### src/rtl/mmu_pkg.sv
package mmu_pkg;

    // top three address bits, matched by the direct-map windows
    typedef logic [2:0] seg_t;

    // physical page number from the tlb
    typedef logic [19:0] ppn_t;

    // virtual page-pair number sent to the tlb
    typedef logic [18:0] vppn_t;

    // privilege level, 0 is most privileged
    typedef logic [1:0] plv_t;

    // tlb page size field
    typedef logic [5:0] ps_t;

    // ps value of a 4 MB page, anything else is treated as 4 KB
    localparam ps_t PS_4M = 6'd21;

endpackage

### src/rtl/fetch_pkg.sv
package fetch_pkg;

    // virtual or physical byte address
    typedef logic [31:0] addr_t;

    // one instruction word as returned by memory
    typedef logic [31:0] inst_t;

    // exception code handed to decode with a faulting fetch
    typedef logic [5:0] ecode_t;

    // fetch address error, low two pc bits nonzero
    localparam ecode_t ECODE_ADEF = 6'h08;

    // tlb refill, mapped address with no matching entry
    localparam ecode_t ECODE_TLBR = 6'h3f;

    // page invalid on fetch
    localparam ecode_t ECODE_PIF  = 6'h03;

    // page privilege illegal
    localparam ecode_t ECODE_PPI  = 6'h07;

endpackage
### src/rtl/fetch_stage.sv
`timescale 1ns/100ps

module fetch_stage #(
    parameter fetch_pkg::addr_t RESET_PC = 32'h1c00_0000
) (
    input  logic              clk,
    input  logic              resetn,
    // instruction memory
    output logic              inst_sram_req,
    output fetch_pkg::addr_t  inst_sram_addr,
    input  logic              inst_sram_addr_ok,
    input  logic              inst_sram_data_ok,
    input  fetch_pkg::inst_t  inst_sram_rdata,
    // decode
    input  logic              id_allowin,
    input  logic              br_taken,
    input  fetch_pkg::addr_t  br_target,
    input  logic              br_stall,
    output logic              if_to_id_valid,
    output fetch_pkg::inst_t  if_inst,
    output fetch_pkg::addr_t  if_pc,
    output logic              if_excep_en,
    output fetch_pkg::ecode_t if_ecode,
    output fetch_pkg::addr_t  if_badv,
    // writeback
    input  logic              flush,
    input  fetch_pkg::addr_t  flush_entry,
    // tlb lookup port 0
    output mmu_pkg::vppn_t    s0_vppn,
    output logic              s0_va_bit12,
    input  logic              s0_found,
    input  mmu_pkg::ppn_t     s0_ppn,
    input  mmu_pkg::ps_t      s0_ps,
    input  mmu_pkg::plv_t     s0_plv,
    input  logic              s0_v,
    // csr state
    input  logic              csr_crmd_pg,
    input  mmu_pkg::plv_t     csr_crmd_plv,
    input  logic              dmw0_plv_met,
    input  mmu_pkg::seg_t     dmw0_vseg,
    input  mmu_pkg::seg_t     dmw0_pseg,
    input  logic              dmw1_plv_met,
    input  mmu_pkg::seg_t     dmw1_vseg,
    input  mmu_pkg::seg_t     dmw1_pseg
);

    logic              req_fire;
    logic              pre_advance;
    logic              if_advance;
    logic              redirect_now;
    logic              cancel_drop;
    logic              buf_data_ok;
    logic              pre_excep;
    fetch_pkg::ecode_t pre_ecode;
    fetch_pkg::addr_t  pre_pc;
    fetch_pkg::addr_t  phys_addr;
    logic              if_ir_valid;
    logic              pre_ir_valid;

    assign inst_sram_addr = phys_addr;
    assign buf_data_ok    = inst_sram_data_ok & ~cancel_drop;   // wrong-path word never lands

    fetch_ctrl ctrl_i (
        .clk               (clk),
        .resetn            (resetn),
        .inst_sram_addr_ok (inst_sram_addr_ok),
        .inst_sram_data_ok (inst_sram_data_ok),
        .id_allowin        (id_allowin),
        .br_taken          (br_taken),
        .br_stall          (br_stall),
        .flush             (flush),
        .pre_excep         (pre_excep),
        .if_excep          (if_excep_en),
        .if_ir_valid       (if_ir_valid),
        .pre_ir_valid      (pre_ir_valid),
        .inst_sram_req     (inst_sram_req),
        .req_fire          (req_fire),
        .pre_advance       (pre_advance),
        .if_advance        (if_advance),
        .if_to_id_valid    (if_to_id_valid),
        .redirect_now      (redirect_now),
        .cancel_drop       (cancel_drop)
    );

    fetch_pc_sel #(
        .RESET_PC (RESET_PC)
    ) pc_sel_i (
        .clk         (clk),
        .resetn      (resetn),
        .req_fire    (req_fire),
        .pre_advance (pre_advance),
        .br_taken    (br_taken),
        .br_target   (br_target),
        .flush       (flush),
        .flush_entry (flush_entry),
        .pre_pc      (pre_pc),
        .if_pc       (if_pc)
    );

    fetch_addr_xlate xlate_i (
        .pre_pc       (pre_pc),
        .csr_crmd_pg  (csr_crmd_pg),
        .csr_crmd_plv (csr_crmd_plv),
        .dmw0_plv_met (dmw0_plv_met),
        .dmw0_vseg    (dmw0_vseg),
        .dmw0_pseg    (dmw0_pseg),
        .dmw1_plv_met (dmw1_plv_met),
        .dmw1_vseg    (dmw1_vseg),
        .dmw1_pseg    (dmw1_pseg),
        .s0_found     (s0_found),
        .s0_ppn       (s0_ppn),
        .s0_ps        (s0_ps),
        .s0_plv       (s0_plv),
        .s0_v         (s0_v),
        .s0_vppn      (s0_vppn),
        .s0_va_bit12  (s0_va_bit12),
        .phys_addr    (phys_addr),
        .pre_excep    (pre_excep),
        .pre_ecode    (pre_ecode)
    );

    fetch_inst_buf inst_buf_i (
        .clk               (clk),
        .resetn            (resetn),
        .inst_sram_data_ok (buf_data_ok),
        .inst_sram_rdata   (inst_sram_rdata),
        .pre_advance       (pre_advance),
        .if_advance        (if_advance),
        .id_allowin        (id_allowin),
        .redirect_now      (redirect_now),
        .pre_excep         (pre_excep),
        .pre_ecode         (pre_ecode),
        .pre_pc            (pre_pc),
        .if_inst           (if_inst),
        .if_ir_valid       (if_ir_valid),
        .pre_ir_valid      (pre_ir_valid),
        .if_excep_en       (if_excep_en),
        .if_ecode          (if_ecode),
        .if_badv           (if_badv)
    );

endmodule

### src/rtl/fetch_inst_buf.sv
`timescale 1ns/100ps

module fetch_inst_buf (
    input  logic              clk,
    input  logic              resetn,
    input  logic              inst_sram_data_ok,
    input  fetch_pkg::inst_t  inst_sram_rdata,
    input  logic              pre_advance,
    input  logic              if_advance,
    input  logic              id_allowin,
    input  logic              redirect_now,
    input  logic              pre_excep,
    input  fetch_pkg::ecode_t pre_ecode,
    input  fetch_pkg::addr_t  pre_pc,
    output fetch_pkg::inst_t  if_inst,
    output logic              if_ir_valid,
    output logic              pre_ir_valid,
    output logic              if_excep_en,
    output fetch_pkg::ecode_t if_ecode,
    output fetch_pkg::addr_t  if_badv
);

    fetch_pkg::inst_t if_ir;
    fetch_pkg::inst_t pre_ir;
    logic             if_empty;
    logic             data_bypass;
    logic             data_to_if;
    logic             data_to_pre;

    assign if_empty = ~if_ir_valid & ~if_excep_en;  // no word and no exception held

    // word for the waiting fetch entry, taken by decode right away
    assign data_bypass = inst_sram_data_ok & if_empty & if_advance;

    // fetch entry waiting and refused, or the pre-fetch word moving up with its entry
    assign data_to_if = inst_sram_data_ok & ~redirect_now
                      & ((if_empty & ~id_allowin & ~pre_advance)
                         | (pre_advance & ~data_bypass));

    // fetch stage full and staying so
    assign data_to_pre = inst_sram_data_ok & ~redirect_now & ~if_empty & ~pre_advance;

    assign if_inst = if_ir_valid ? if_ir : inst_sram_rdata;

    always_ff @(posedge clk) begin
        if (~resetn) begin
            if_ir_valid <= 1'b0;
        end else if (redirect_now) begin
            if_ir_valid <= 1'b0;
        end else if (data_to_if) begin
            if_ir_valid <= 1'b1;
        end else if (pre_advance) begin
            if_ir_valid <= pre_ir_valid;
        end else if (if_advance) begin
            if_ir_valid <= 1'b0;
        end
    end

    always_ff @(posedge clk) begin
        if (data_to_if) begin
            if_ir <= inst_sram_rdata;
        end else if (pre_advance & pre_ir_valid) begin
            if_ir <= pre_ir;
        end
    end

    always_ff @(posedge clk) begin
        if (~resetn) begin
            pre_ir_valid <= 1'b0;
        end else if (redirect_now | pre_advance) begin
            pre_ir_valid <= 1'b0;
        end else if (data_to_pre) begin
            pre_ir_valid <= 1'b1;
        end
    end

    always_ff @(posedge clk) begin
        if (data_to_pre) begin
            pre_ir <= inst_sram_rdata;
        end
    end

    // exception record follows the pc into the fetch stage
    always_ff @(posedge clk) begin
        if (~resetn) begin
            if_excep_en <= 1'b0;
        end else if (pre_advance) begin
            if_excep_en <= pre_excep;
        end else if (redirect_now | if_advance) begin
            if_excep_en <= 1'b0;
        end
    end

    always_ff @(posedge clk) begin
        if (pre_advance) begin
            if_ecode <= pre_ecode;
            if_badv  <= pre_pc;
        end
    end

endmodule

### src/rtl/fetch_addr_xlate.sv
`timescale 1ns/100ps

module fetch_addr_xlate (
    input  fetch_pkg::addr_t  pre_pc,
    input  logic              csr_crmd_pg,
    input  mmu_pkg::plv_t     csr_crmd_plv,
    input  logic              dmw0_plv_met,
    input  mmu_pkg::seg_t     dmw0_vseg,
    input  mmu_pkg::seg_t     dmw0_pseg,
    input  logic              dmw1_plv_met,
    input  mmu_pkg::seg_t     dmw1_vseg,
    input  mmu_pkg::seg_t     dmw1_pseg,
    input  logic              s0_found,
    input  mmu_pkg::ppn_t     s0_ppn,
    input  mmu_pkg::ps_t      s0_ps,
    input  mmu_pkg::plv_t     s0_plv,
    input  logic              s0_v,
    output mmu_pkg::vppn_t    s0_vppn,
    output logic              s0_va_bit12,
    output fetch_pkg::addr_t  phys_addr,
    output logic              pre_excep,
    output fetch_pkg::ecode_t pre_ecode
);

    mmu_pkg::seg_t    va_seg;
    logic             hit_dmw0;
    logic             hit_dmw1;
    logic             tlb_map;
    fetch_pkg::addr_t mapped_addr;
    logic             excep_adef;
    logic             excep_tlbr;
    logic             excep_pif;
    logic             excep_ppi;

    assign s0_vppn     = pre_pc[31:13];
    assign s0_va_bit12 = pre_pc[12];

    assign va_seg   = pre_pc[31:29];
    assign hit_dmw0 = dmw0_plv_met & (dmw0_vseg == va_seg);
    assign hit_dmw1 = dmw1_plv_met & (dmw1_vseg == va_seg);
    assign tlb_map  = csr_crmd_pg & ~hit_dmw0 & ~hit_dmw1;   // paging on, no window

    always_comb begin
        if (hit_dmw0) begin
            mapped_addr = {dmw0_pseg, pre_pc[28:0]};
        end else if (hit_dmw1) begin
            mapped_addr = {dmw1_pseg, pre_pc[28:0]};
        end else if (s0_ps == mmu_pkg::PS_4M) begin
            mapped_addr = {s0_ppn[19:9], pre_pc[20:0]};
        end else begin
            mapped_addr = {s0_ppn, pre_pc[11:0]};   // 4 KB page
        end
    end

    assign phys_addr = csr_crmd_pg ? mapped_addr : pre_pc;

    assign excep_adef = |pre_pc[1:0];
    assign excep_tlbr = tlb_map & ~s0_found;
    assign excep_pif  = tlb_map & s0_found & ~s0_v;
    assign excep_ppi  = tlb_map & s0_found & s0_v & (csr_crmd_plv > s0_plv);

    assign pre_excep = excep_adef | excep_tlbr | excep_pif | excep_ppi;

    // code only matters when pre_excep is set
    assign pre_ecode = excep_adef ? fetch_pkg::ECODE_ADEF :
                       excep_tlbr ? fetch_pkg::ECODE_TLBR :
                       excep_pif  ? fetch_pkg::ECODE_PIF  :
                                    fetch_pkg::ECODE_PPI;

endmodule

### src/rtl/fetch_pc_sel.sv
`timescale 1ns/100ps

module fetch_pc_sel #(
    parameter fetch_pkg::addr_t RESET_PC = 32'h1c00_0000
) (
    input  logic             clk,
    input  logic             resetn,
    input  logic             req_fire,
    input  logic             pre_advance,
    input  logic             br_taken,
    input  fetch_pkg::addr_t br_target,
    input  logic             flush,
    input  fetch_pkg::addr_t flush_entry,
    output fetch_pkg::addr_t pre_pc,
    output fetch_pkg::addr_t if_pc
);

    logic             flush_pend;
    fetch_pkg::addr_t flush_pend_pc;
    logic             br_pend;
    fetch_pkg::addr_t br_pend_pc;
    fetch_pkg::addr_t seq_pc;
    logic             redirect_used;

    // an excepting target advances with no request, so either event consumes it
    assign redirect_used = req_fire | pre_advance;

    assign seq_pc = if_pc + 32'd4;

    always_comb begin
        if (flush_pend) begin
            pre_pc = flush_pend_pc;
        end else if (flush) begin
            pre_pc = flush_entry;
        end else if (br_pend) begin
            pre_pc = br_pend_pc;
        end else if (br_taken) begin
            pre_pc = br_target;
        end else begin
            pre_pc = seq_pc;
        end
    end

    always_ff @(posedge clk) begin
        if (~resetn) begin
            flush_pend <= 1'b0;
        end else if (flush & ~redirect_used) begin
            flush_pend <= 1'b1;
        end else if (redirect_used) begin
            flush_pend <= 1'b0;
        end
    end

    always_ff @(posedge clk) begin
        if (flush & ~redirect_used) begin
            flush_pend_pc <= flush_entry;
        end
    end

    // a held branch is dropped together with a held flush, flush wins meanwhile
    always_ff @(posedge clk) begin
        if (~resetn) begin
            br_pend <= 1'b0;
        end else if (br_taken & ~redirect_used) begin
            br_pend <= 1'b1;
        end else if (redirect_used) begin
            br_pend <= 1'b0;
        end
    end

    always_ff @(posedge clk) begin
        if (br_taken & ~redirect_used) begin
            br_pend_pc <= br_target;
        end
    end

    // one word below the start so that seq_pc hits RESET_PC first
    always_ff @(posedge clk) begin
        if (~resetn) begin
            if_pc <= RESET_PC - 32'd4;
        end else if (pre_advance) begin
            if_pc <= pre_pc;
        end
    end

endmodule

### src/rtl/fetch_ctrl.sv
`timescale 1ns/100ps

module fetch_ctrl (
    input  logic clk,
    input  logic resetn,
    input  logic inst_sram_addr_ok,
    input  logic inst_sram_data_ok,
    input  logic id_allowin,
    input  logic br_taken,
    input  logic br_stall,
    input  logic flush,
    input  logic pre_excep,
    input  logic if_excep,
    input  logic if_ir_valid,
    input  logic pre_ir_valid,
    output logic inst_sram_req,
    output logic req_fire,
    output logic pre_advance,
    output logic if_advance,
    output logic if_to_id_valid,
    output logic redirect_now,
    output logic cancel_drop
);

    logic pre_reqed;    // pre-fetch holds an accepted request not yet passed on
    logic if_valid;     // fetch stage holds an entry
    logic cancel;       // one wrong-path request still in flight

    logic data_kept;
    logic if_waiting;
    logic pre_pending;
    logic if_done;
    logic if_ready_go;
    logic if_allowin;
    logic pre_ready_go;

    assign redirect_now = br_taken | flush;

    assign data_kept   = inst_sram_data_ok & ~cancel;
    assign cancel_drop = inst_sram_data_ok & cancel;   // returning word is wrong path

    // the entry in each stage that still waits for its word
    assign if_waiting  = if_valid & ~if_ir_valid & ~if_excep;
    assign pre_pending = pre_reqed & ~pre_ir_valid;

    // fetch stage has nothing outstanding once this cycle ends
    assign if_done = ~if_valid | if_ir_valid | if_excep | data_kept;

    // at most one request in flight so a redirect only ever has one to cancel
    assign inst_sram_req = ~pre_reqed
                         & if_done
                         & (~cancel | inst_sram_data_ok)
                         & ~br_stall
                         & ~pre_excep;
    assign req_fire = inst_sram_req & inst_sram_addr_ok;

    assign if_ready_go = if_ir_valid | if_excep | (if_waiting & data_kept);

    // whatever sits in fetch during a redirect is wrong path
    assign if_to_id_valid = if_valid & if_ready_go & ~redirect_now;
    assign if_advance     = if_to_id_valid & id_allowin;

    assign if_allowin = ~if_valid | if_advance | redirect_now;

    // an excepting pc moves up without a request but not past a pending branch
    assign pre_ready_go = (pre_reqed & ~redirect_now)
                        | req_fire
                        | (pre_excep & ~br_stall);
    assign pre_advance  = pre_ready_go & if_allowin;

    always_ff @(posedge clk) begin
        if (~resetn) begin
            pre_reqed <= 1'b0;
        end else if (pre_advance | redirect_now) begin
            pre_reqed <= 1'b0;
        end else if (req_fire) begin
            pre_reqed <= 1'b1;
        end
    end

    // on redirect only the new target entry may enter
    always_ff @(posedge clk) begin
        if (~resetn) begin
            if_valid <= 1'b0;
        end else if (redirect_now | pre_advance | if_advance) begin
            if_valid <= pre_advance;
        end
    end

    always_ff @(posedge clk) begin
        if (~resetn) begin
            cancel <= 1'b0;
        end else if (redirect_now & (if_waiting | pre_pending) & ~inst_sram_data_ok) begin
            cancel <= 1'b1;
        end else if (inst_sram_data_ok) begin
            cancel <= 1'b0;                 // the dropped word came back
        end
    end

    a_no_stray_data: assert property (@(posedge clk) disable iff (!resetn)
        inst_sram_data_ok |-> (cancel | if_waiting | pre_pending))
        else $error("data_ok with no request outstanding");

    // with nothing waiting for a word the dropped one never reaches decode
    a_no_valid_on_cancel: assert property (@(posedge clk) disable iff (!resetn)
        cancel |-> (~if_waiting & ~pre_pending))
        else $error("fetch entry waits for a word while a wrong-path word is pending");

endmodule

### config.mk
export PLATFORM = sky130hd
export DESIGN_NAME = fetch_stage
export DESIGN_NICKNAME = d
export VERILOG_FILES = /design/src/rtl/mmu_pkg.sv /design/src/rtl/fetch_pkg.sv /design/src/rtl/fetch_stage.sv /design/src/rtl/fetch_inst_buf.sv /design/src/rtl/fetch_addr_xlate.sv /design/src/rtl/fetch_pc_sel.sv /design/src/rtl/fetch_ctrl.sv
export SDC_FILE = /design/constraint.sdc
export NUM_CORES = 1
export LEC_CHECK = 0
export ABC_AREA = 1
export BUFFER_PORTS_ARGS = -buffer_cell sky130_fd_sc_hd__buf_2
export CAP_MARGIN = 10
export CORE_MARGIN = 2
export CORE_UTILIZATION = 50
export DETAILED_ROUTE_END_ITERATION = 16
export GPL_ROUTABILITY_DRIVEN = 1
export PLACE_DENSITY = 0.78
export SYNTH_ARGS = -nofsm -noshare
export SYNTH_HDL_FRONTEND = slang
export SYNTH_SLANG_ARGS = --single-unit
### constraint.sdc
create_clock -name clk -period 11.6 [get_ports clk]
set_clock_uncertainty 0.1 [all_clocks]
set_input_delay 0 -clock clk [delete_from_list [all_inputs] [get_ports clk]]
set_output_delay 0 -clock clk [all_outputs]
set_load 0.05 [all_outputs]
==> flow_summary.toml, run 1 <==
[logic_synthesis]
synth_ff_type = "edfxtp_1"
async_flop_share_pct = 0
ys_warn_count = 0
ys_seq_area_share_pct = 57.2
synth_edf_count = 164
syn_area_um2 = 10000
syn_avg_cell_area_um2 = 9.53
postSynthCellCount = 1050
ys_types = 41
syn-num-nets = 1204
synth_seq_cells = 204

[sta]
fin_setup_tns_ns = 0
finalCritPeriodShare_pct = 46.5
setup_viol = 0
hold_viol = 0
fmax_mhz = 186
slew_headroom_pct = 28.3
final.min_clock_period_ns = 5.39
tightest_slew_ns = 1.08
rsz0062_at_grt = "false"
hold_ws_ns = 0.108
maxSlewViolCount = 0

[floorplan]
start_util_pct = 51.2
floorplan.die_area_um2 = 21200
die_h_um = 145
ios = 308
coreArea_um2 = 19500
core.rowCount = 51
die_w_um = 145

[critical_path]
r2r-end = "inst_buf_i.pre_ir[20]"
cp_data_required_time_ns = 11.62
crit-reg2reg-launch = "pc_sel_i.br_pend"
worstRegToRegCells = 16
crit_type = "reg2reg"
cp-end-kind = "register"
slowest_delay_ns = 0.76
cp_slowest_cell = "nor2_4"
crit_path_end = "inst_buf_i.pre_ir[20]"
worstPathMaxFanout = 41
rrSetupSlack_ns = 6.21
critical_path.startpoint = "pc_sel_i.br_pend"
cp_common_cell = "inv_1"
path_cells = "buf_4 > inv_1 > nor2_1 > a21oi_1 > a221oi_1 > inv_1 > nor2_1 > inv_1 > nor2_4 > nand2_1 > nand2_2 > nand3_4 > nand2_4 > clkinv_2 > buf_4 > nor2_4"
cp_data_arrival_time_ns = 5.41
worst_setup_path_start_kind = "register"

[drt]
vias = 9134
drt_iter0_drc = 633
routed_wl_mm = 31.2
post_drt_wl_per_cell_um = 18.1
viasPerCell = 5.30
ant_nets = 0
drt_drc_violations_left = 0
firstDrtPassIters = 5

[power_and_ir_drop]
p_leak_nw = 5.85
p_per_area_nw_per_um2 = 178
max-vdd-ir-drop_v = 0.000174
finalPower_mw = 2.40

[global_routing]
overflow = 0
first_global_vias = 9234
grt_usage_pct = 28.6
grt_pass1_wl_mm = 48.4
grt_max_degree = 67
antenna_found_initial = 1

[clock_network]
cts_sinks = 204
cts-root-buf = "clkbuf_16"
cts_tree = "yes"
clockBufferDepth = 3
clkTransAtPathRegs_ns = 0.06
numCtsBuffers = 22
post_cts_buffers = 0
clk_latency_ns = 0.50
cts_max_level = 1

[run]
cap_viol_max_count = 0

[cells_and_area]
fin_nets = 1596
fillers = 1485
synthToLayoutAreaGrowth_pct = 34.7
layout-drive-gt1-share_pct = 29.4

[placed_design]
gp_congestion = 0.934
dp_hpwl_mm = 20.4
portBuffers = 307

[run_status]
status = "complete, no violations"

[min_path]
hold_class = "in2reg"
==> worst min-delay path by stage <==
stage	from	cells after the start	end	slack [ns]
2_1_floorplan	inst_sram_rdata[0]	0	inst_buf_i.pre_ir[0]	-0.001
3_3_place_gp	inst_sram_rdata[3]	1	inst_buf_i.pre_ir[3]	0.09
3_5_place_dp	flush_entry[11]	1	pc_sel_i.flush_pend_pc[11]	0.09
4_1_cts	csr_crmd_pg	5	inst_buf_i.if_ecode[3]	0.09
5_1_grt	br_target[8]	2	pc_sel_i.br_pend_pc[8]	0.12
6_report	csr_crmd_pg	5	inst_buf_i.if_ecode[3]	0.11
==> where the power goes <==
group | internal (mW) | total, mW | switching (mW)
Clock | 0.437 | 0.723 | 0.286
Sequential | 0.873 | 0.913 | 0.0400
Combinational | 0.188 | 0.765 | 0.577
==> sequential cells by signal, indices dropped and copies added (netlist names) <==
| register | flops |
|---|---|
| inst_buf_i.pre_ir_valid | 1 |
| inst_buf_i.if_badv | 32 |
| pc_sel_i.br_pend | 1 |
| inst_buf_i.if_ir_valid | 1 |
| inst_buf_i.if_ir | 32 |
| inst_buf_i.if_ecode | 4 |
| ctrl_i.pre_reqed | 1 |
| ctrl_i.cancel | 1 |
| pc_sel_i.flush_pend | 1 |
| inst_buf_i.pre_ir | 32 |
| ctrl_i.if_valid | 1 |
| pc_sel_i.if_pc | 32 |
| pc_sel_i.br_pend_pc | 32 |
| pc_sel_i.flush_pend_pc | 32 |
| inst_buf_i.if_excep_en | 1 |
==> through the flow <==
step           std cells  utilization (%)  setup WS, ns  area (um^2)
6_report            1723             69.0          6.21        13500
5_1_grt             1723             69.0          5.71        13500
4_1_cts             1722             69.0          6.13        13500
3_5_place_dp        1575             59.7          6.14        11700
3_3_place_gp        1575             59.7          6.34        11700
2_1_floorplan       1050                -          6.95        10000
==> synth_stat cells, drive strengths merged (5+ instances only) <==
cell type / n / share of area (%)
a21oi: 48 / 2.4
a31oi: 15 / 0.94
buf: 19 / 1.6
clkbuf: 35 / 1.3
dfxtp: 40 / 8.0
edfxtp: 164 / 49
inv: 85 / 3.2
nand2: 277 / 12
nand3: 51 / 2.9
nand3b: 5 / 0.38
nor2: 99 / 4.2
nor3: 8 / 0.40
o211ai: 21 / 1.6
o21ai: 140 / 7.8
xnor2: 8 / 0.70
xor2: 14 / 1.2
==> worst max-delay path, delay by kind of cell, from the launching register on <==
kind                   cells  cell delay, ns
buffers and inverters      6            2.14
and+or+nand+nor            8            1.97
AOI/OAI and AO/OA          2            0.39
DFF                        1            0.30
==> what timing repair did <==
item	in CTS	in global routing
endpoints found under the hold margin	197	0
hold buffers	108	0
resized for setup	0	0
==> layout make-up <==
cell class / instances / area, um^2 / area share (%)
Antenna cell: 1 / 2.50 / 0.0186
Multi-Input combinational cell: 707 / 3690 / 27.3
Inverter: 85 / 320 / 2.38
Clock inverter: 6 / 77.6 / 0.576
Timing Repair Buffer: 422 / 2670 / 19.8
Tap cell: 265 / 332 / 2.46
Clock buffer: 33 / 663 / 4.92
Sequential cell: 204 / 5730 / 42.5
==> kinds of logic (layout without fill, tap and decap cells) <==
group	after synthesis	in the layout	share of synthesized area [%]
AO/OA/AOI/OAI	230	230	13.2
XOR/XNOR	22	22	1.93
adder cells (fa/ha/maj)	3	3	0.375
buffers and inverters	139	546	6.08
flip-flops	204	204	57.2
multiplexers	1	1	0.113
other	0	1	0
AND/OR/NAND/NOR	451	451	21.1
==> layer usage <==
| metal | wire, um | track usage (%) | up-vias |
|---|---|---|---|
| met5 | 0 | 0 | - |
| met4 | 1190 | 10.7 | 0 |
| met3 | 2640 | 5.96 | 87 |
| met2 | 15500 | 50.2 | 432 |
| met1 | 11800 | 34.8 | 4240 |
| li1 | - | - | 4375 |
==> cell usage in the layout, fill, tap and decap left out, types with 12 or more instances in the layout <==
cell type and count:
a21oi_1 48, a31oi_1 15, buf_2 307, clkbuf_16 23
dfxtp_1 38, dlygate4sd3_1 108, edfxtp_1 164, inv_1 82
nand2_1 243, nand2_4 24, nand3_1 47, nor2_1 85
o211ai_1 21, o21ai_0 108, o21ai_1 12, o21ai_2 20
xor2_1 14
Note: power is estimated with default switching activity, not from simulation.
==> inputs of run 2 (changes only) <==
==> constraint.sdc (replaced) <==
create_clock -name clk -period 5.39 [get_ports clk]
set_clock_uncertainty 0.1 [all_clocks]
set_input_delay 0 -clock clk [delete_from_list [all_inputs] [get_ports clk]]
set_output_delay 0 -clock clk [all_outputs]
set_load 0.05 [all_outputs]
==> flow_summary.toml, run 2 (synthesis results as in run 1) <==
[critical_path]
crit_type = "reg2reg"
cp_data_arrival_time_ns = 4.67
cp-end-kind = "register"
worst_setup_path_start_kind = "register"
cp_data_required_time_ns = 5.41
worstPathMaxFanout = 35

[floorplan]
start_util_pct = 51.2
die_h_um = 145
core.rowCount = 51
floorplan.die_area_um2 = 21200
coreArea_um2 = 19500
ios = 308
die_w_um = 145

[global_routing]
antenna_found_initial = 1
grt_usage_pct = 28.9
grt_max_degree = 66
busiest_layer = "met2"
grt_util_met2_pct = 50.3
use_met3_pct = 5.99
grt_pass1_wl_mm = 49.4
first_global_vias = 9378
use_met1_pct = 35.0
overflow = 0

[power_and_ir_drop]
p_per_area_nw_per_um2 = 379
internal-power_mw = 3.16
max-vdd-ir-drop_v = 0.000351
clock_power_share_pct = 29.1
p_leak_nw = 5.86
power.share.switching_pct = 38.3
combPwrFrac_pct = 32.5
switchingPower_mw = 1.96
power_frac_seq_pct = 38.4

[sta]
fmax_mhz = 215
fin_setup_tns_ns = 0
rsz0062_at_grt = "false"
final.min_clock_period_ns = 4.65
slew_headroom_pct = 28.7
hold_viol = 0
finalCritPeriodShare_pct = 86.2
setup_viol = 0
tightest_slew_ns = 1.07
maxSlewViolCount = 0

[clock_network]
numCtsBuffers = 23
cts_sinks = 204
clkTransAtPathRegs_ns = 0.06
cts_resized = 0
cts_tree = "yes"
clk_latency_ns = 0.51
cts-root-buf = "clkbuf_16"
cts_max_level = 1
clockBufferDepth = 3

[run_status]
status = "complete, no violations"

[cells_and_area]
synthToLayoutAreaGrowth_pct = 34.8
fin_nets = 1602
layout-drive-gt1-share_pct = 29.8
final_cell_mix = "307 x buf_2, 243 x nand2_1, 164 x edfxtp_1"
final_common_cell = "buf_2"
fillers = 1531
finalCoreUtilization_pct = 69.1

[drt]
ant_nets = 0
post_drt_wl_per_cell_um = 18.1
firstDrtPassIters = 5
vias = 9311
drt_iter0_drc = 714
viasPerCell = 5.38
drt_drc_violations_left = 0
routed_wl_mm = 31.4

[placed_design]
gp_congestion = 0.992
dp_hpwl_mm = 20.9
portBuffers = 307

[min_path]
hold_class = "in2reg"

[run]
cap_viol_max_count = 0
## run 2: changes by cell type in the layout (fill, tap and decap cells not counted)
cell | before | now
diode_2 | 1 | 3
clkbuf_1 | 5 | 6
dlygate4sd3_1 | 108 | 107
buf_4 | 7 | 13
bufinv_16 | 2 | 1
clkinv_2 | 3 | 7
clkbuf_8 | 5 | 3
## run 2: final timing paths
check | slack [ns] | cells after the start | end | start
hold reg to reg | 0.40 | 2 | pc_sel_i.if_pc[31] | pc_sel_i.if_pc[31]
setup reg to reg | 0.74 | 24 | inst_buf_i.pre_ir[27] | pc_sel_i.if_pc[10]
setup / recovery | 0.74 | 24 | inst_buf_i.pre_ir[27] | pc_sel_i.if_pc[10]
hold / removal | 0.01 | 5 | pc_sel_i.if_pc[1] | br_taken
## run 2: routing by layer
layer	routed length [um]	share of wire, %
met2	15500	49
met1	11800	37
met3	2870	9.1
met5	0	0
met4	1270	4.0
## run 2: area by class of cell
class	count	area, um^2	share of cell area, %
Antenna cell	3	7.51	0.0557
Clock inverter	9	67.6	0.501
Timing Repair Buffer	427	2710	20.1
Sequential cell	204	5730	42.5
Tap cell	265	332	2.46
Clock buffer	32	639	4.74
Multi-Input combinational cell	707	3690	27.3
Inverter	85	320	2.38
## run 2: timing repair
item                      CTS  global route
hold buffers              107             0
hold endpoints to repair  196             0
setup buffers               0             0
## run 2: critical path: stages (launching register included)
cell and delay [ns]:
dfxtp_1 0.42, nand2_1 0.13, nor2_1 0.18, nand2_1 0.13, nor2_2 0.20, nand2_1 0.08
nand2_1 0.06, nand3_1 0.06, nand2_1 0.07, nand2_1 0.07, nand2_2 0.09, nand2_2 0.08
nand2_1 0.06, nand2_1 0.05, nor2_2 0.12, nand2_4 0.10, nand3_4 0.17, nor2_2 0.08
nor2_4 0.11, nand2_1 0.11, nand2_2 0.10, nand3_4 0.09, nand2_4 0.32, clkinv_2 0.44
nor2_4 0.84
## run 2: metrics by stage
stage               hold WS [ns]  setup WS [ns]  instances  cell area [um^2]  total power [mW]
floorplan               -0.00113          0.743       1050             10000              3.14
global placement          0.0882          0.885       1581             11700              3.55
finish                    0.0106          0.742       1732             13500              5.12
CTS                       0.0149          0.718       1729             13500              5.11
detailed placement        0.0917          0.770       1581             11700              3.56
global route              0.0632          0.241       1730             13500              5.31
## run 2: power by group through the flow
stage | logic (mW) | clock network (mW) | registers [mW]
floorplan | 0.867 | 0 | 2.28
global placement | 1.56 | 0 | 1.99
detailed placement | 1.57 | 0 | 1.99
CTS | 1.64 | 1.50 | 1.96
global route | 1.76 | 1.57 | 1.98
finish | 1.66 | 1.49 | 1.96
==> inputs of run 3 (changes only) <==
--- a/config.mk
+++ b/config.mk
@@ -9,10 +9,10 @@
 export BUFFER_PORTS_ARGS = -buffer_cell sky130_fd_sc_hd__buf_2
 export CAP_MARGIN = 10
 export CORE_MARGIN = 2
-export CORE_UTILIZATION = 50
+export CORE_UTILIZATION = 52
 export DETAILED_ROUTE_END_ITERATION = 16
 export GPL_ROUTABILITY_DRIVEN = 1
-export PLACE_DENSITY = 0.78
+export PLACE_DENSITY = 0.81
 export SYNTH_ARGS = -nofsm -noshare
 export SYNTH_HDL_FRONTEND = slang
 export SYNTH_SLANG_ARGS = --single-unit
==> flow_summary.toml, run 3 (synthesis results as in run 1) <==
[run_status]
status = "complete, no violations"

[floorplan]
core.rowCount = 50
floorplan.die_area_um2 = 20400
ios = 308
coreArea_um2 = 18800
start_util_pct = 53.3
die_h_um = 143
die_w_um = 143

[clock_network]
cts_sinks = 204
clockBufferDepth = 3
post_cts_buffers = 0
cts_max_level = 1
clk_latency_ns = 0.51
cts-root-buf = "clkbuf_16"
numCtsBuffers = 22
clkTransAtPathRegs_ns = 0.06
cts_tree = "yes"

[sta]
maxSlewViolCount = 0
hold_viol = 0
setup_viol = 0
tightest_slew_ns = 0.951
fmax_mhz = 218
slew_headroom_pct = 36.5
final.min_clock_period_ns = 4.58
finalCritPeriodShare_pct = 85.0
rsz0062_at_grt = "false"
fin_setup_tns_ns = 0

[power_and_ir_drop]
clock_power_share_pct = 29.6
switchingPower_mw = 1.96
internal-power_mw = 3.21
max-vdd-ir-drop_v = 0.000303
power.share.switching_pct = 37.9
combPwrFrac_pct = 32.3
finalPower_mw = 5.16
p_leak_nw = 5.87
p_per_area_nw_per_um2 = 384
power_frac_seq_pct = 38.1

[drt]
drt_iter0_drc = 835
firstDrtPassIters = 7
vias = 9384
routed_wl_mm = 31.9
ant_nets = 0
drt_drc_violations_left = 0
viasPerCell = 5.53
post_drt_wl_per_cell_um = 18.8

[run]
cap_viol_max_count = 0

[critical_path]
cp_data_arrival_time_ns = 4.65
worstRegToRegCells = 27
worst_setup_path_start_kind = "register"
cp_data_required_time_ns = 5.45
rrSetupSlack_ns = 0.81
worstPathMaxFanout = 35
crit_type = "reg2reg"
cp-end-kind = "register"

[cells_and_area]
multi_input_area_um2 = 3690
fillers = 1360
layout-drive-gt1-share_pct = 29.6
final_common_cell = "buf_2"
fin_nets = 1601
ff_latch_area_um2 = 5730
synthToLayoutAreaGrowth_pct = 34.5
antennaDiodeCount = 0
fin_area_um2 = 13500
final_cell_mix = "307 x buf_2, 243 x nand2_1, 164 x edfxtp_1"

[placed_design]
dp_hpwl_mm = 21.3
portBuffers = 307
place_area_um2 = 11700
gp_congestion = 0.983

[global_routing]
first_global_vias = 9141
antenna_found_initial = 2
grt_usage_pct = 30.2
grt_pass1_wl_mm = 47.9
overflow = 0
grt_max_degree = 66

[min_path]
hold_class = "in2reg"
worstHoldPathCells = 4
-- run 3: worst max-delay path: stages (launching register included) --
cell	delay, ns
dfxtp_1	0.42
nand2_1	0.14
nor2_1	0.17
nand2_1	0.11
nor2_2	0.14
nand2_1	0.07
nand2_1	0.06
nand3_1	0.08
nand2_1	0.08
nand2_1	0.06
nand2_2	0.08
nand2_2	0.08
nand2_1	0.06
nand2_1	0.05
nor2_2	0.13
nand2_4	0.10
nand3_4	0.18
nor2_2	0.07
nor2_4	0.11
nand2_1	0.10
nand2_2	0.10
nand3_4	0.09
nand2_4	0.31
inv_2	0.35
nor2_2	0.22
nand2_1	0.06
inv_1	0.26
buf_4	0.42
-- run 3: area by class of cell --
class	count	share of cell area [%]
flip-flops and latches	204	42.6
clock inverters	12	0.985
clock buffers	28	4.42
multi-input cells	707	27.4
repair buffers	427	20.1
well taps	234	2.18
inverters	85	2.37
-- run 3: path summary, 6_finish.rpt --
check | from | endpoint
max | pc_sel_i.if_pc[10] | pc_sel_i.flush_pend_pc[13]
min | br_taken | pc_sel_i.br_pend
max reg2reg | pc_sel_i.if_pc[10] | pc_sel_i.flush_pend_pc[13]
min reg2reg | inst_buf_i.pre_ir_valid | inst_buf_i.pre_ir_valid
-- run 3: timing repair --
item	CTS	global route
hold endpoints to repair	196	0
resized for setup	0	0
hold buffers	107	0
-- run 3: metal layers --
metal / track usage, % / up-vias / routed length (um)
met5: 0 / - / 24
met4: 11.8 / 4 / 1200
met3: 7.95 / 102 / 3470
met2: 51.7 / 573 / 15600
met1: 36.5 / 4327 / 11600
li1: - / 4378 / -
-- run 3: power by group through the flow --
| stage | combinational, mW | sequential, mW | clock [mW] |
|---|---|---|---|
| 4_1_cts | 1.64 | 1.96 | 1.55 |
| 3_3_place_gp | 1.56 | 1.99 | 0 |
| 3_5_place_dp | 1.57 | 2.00 | 0 |
| 5_1_grt | 1.76 | 1.98 | 1.61 |
| 2_1_floorplan | 0.867 | 2.28 | 0 |
| 6_report | 1.67 | 1.97 | 1.53 |
-- run 3: per-stage QoR --
step	hold WS (ns)	setup slack (ns)	util, %	instances
global placement	0.0870	0.920	62.1	1550
floorplan	-0.00113	0.743	-	1050
finish	0.0367	0.808	71.7	1697
CTS	0.0159	0.796	71.7	1697
global route	0.0631	0.298	71.7	1697
detailed placement	0.0921	0.804	62.1	1550
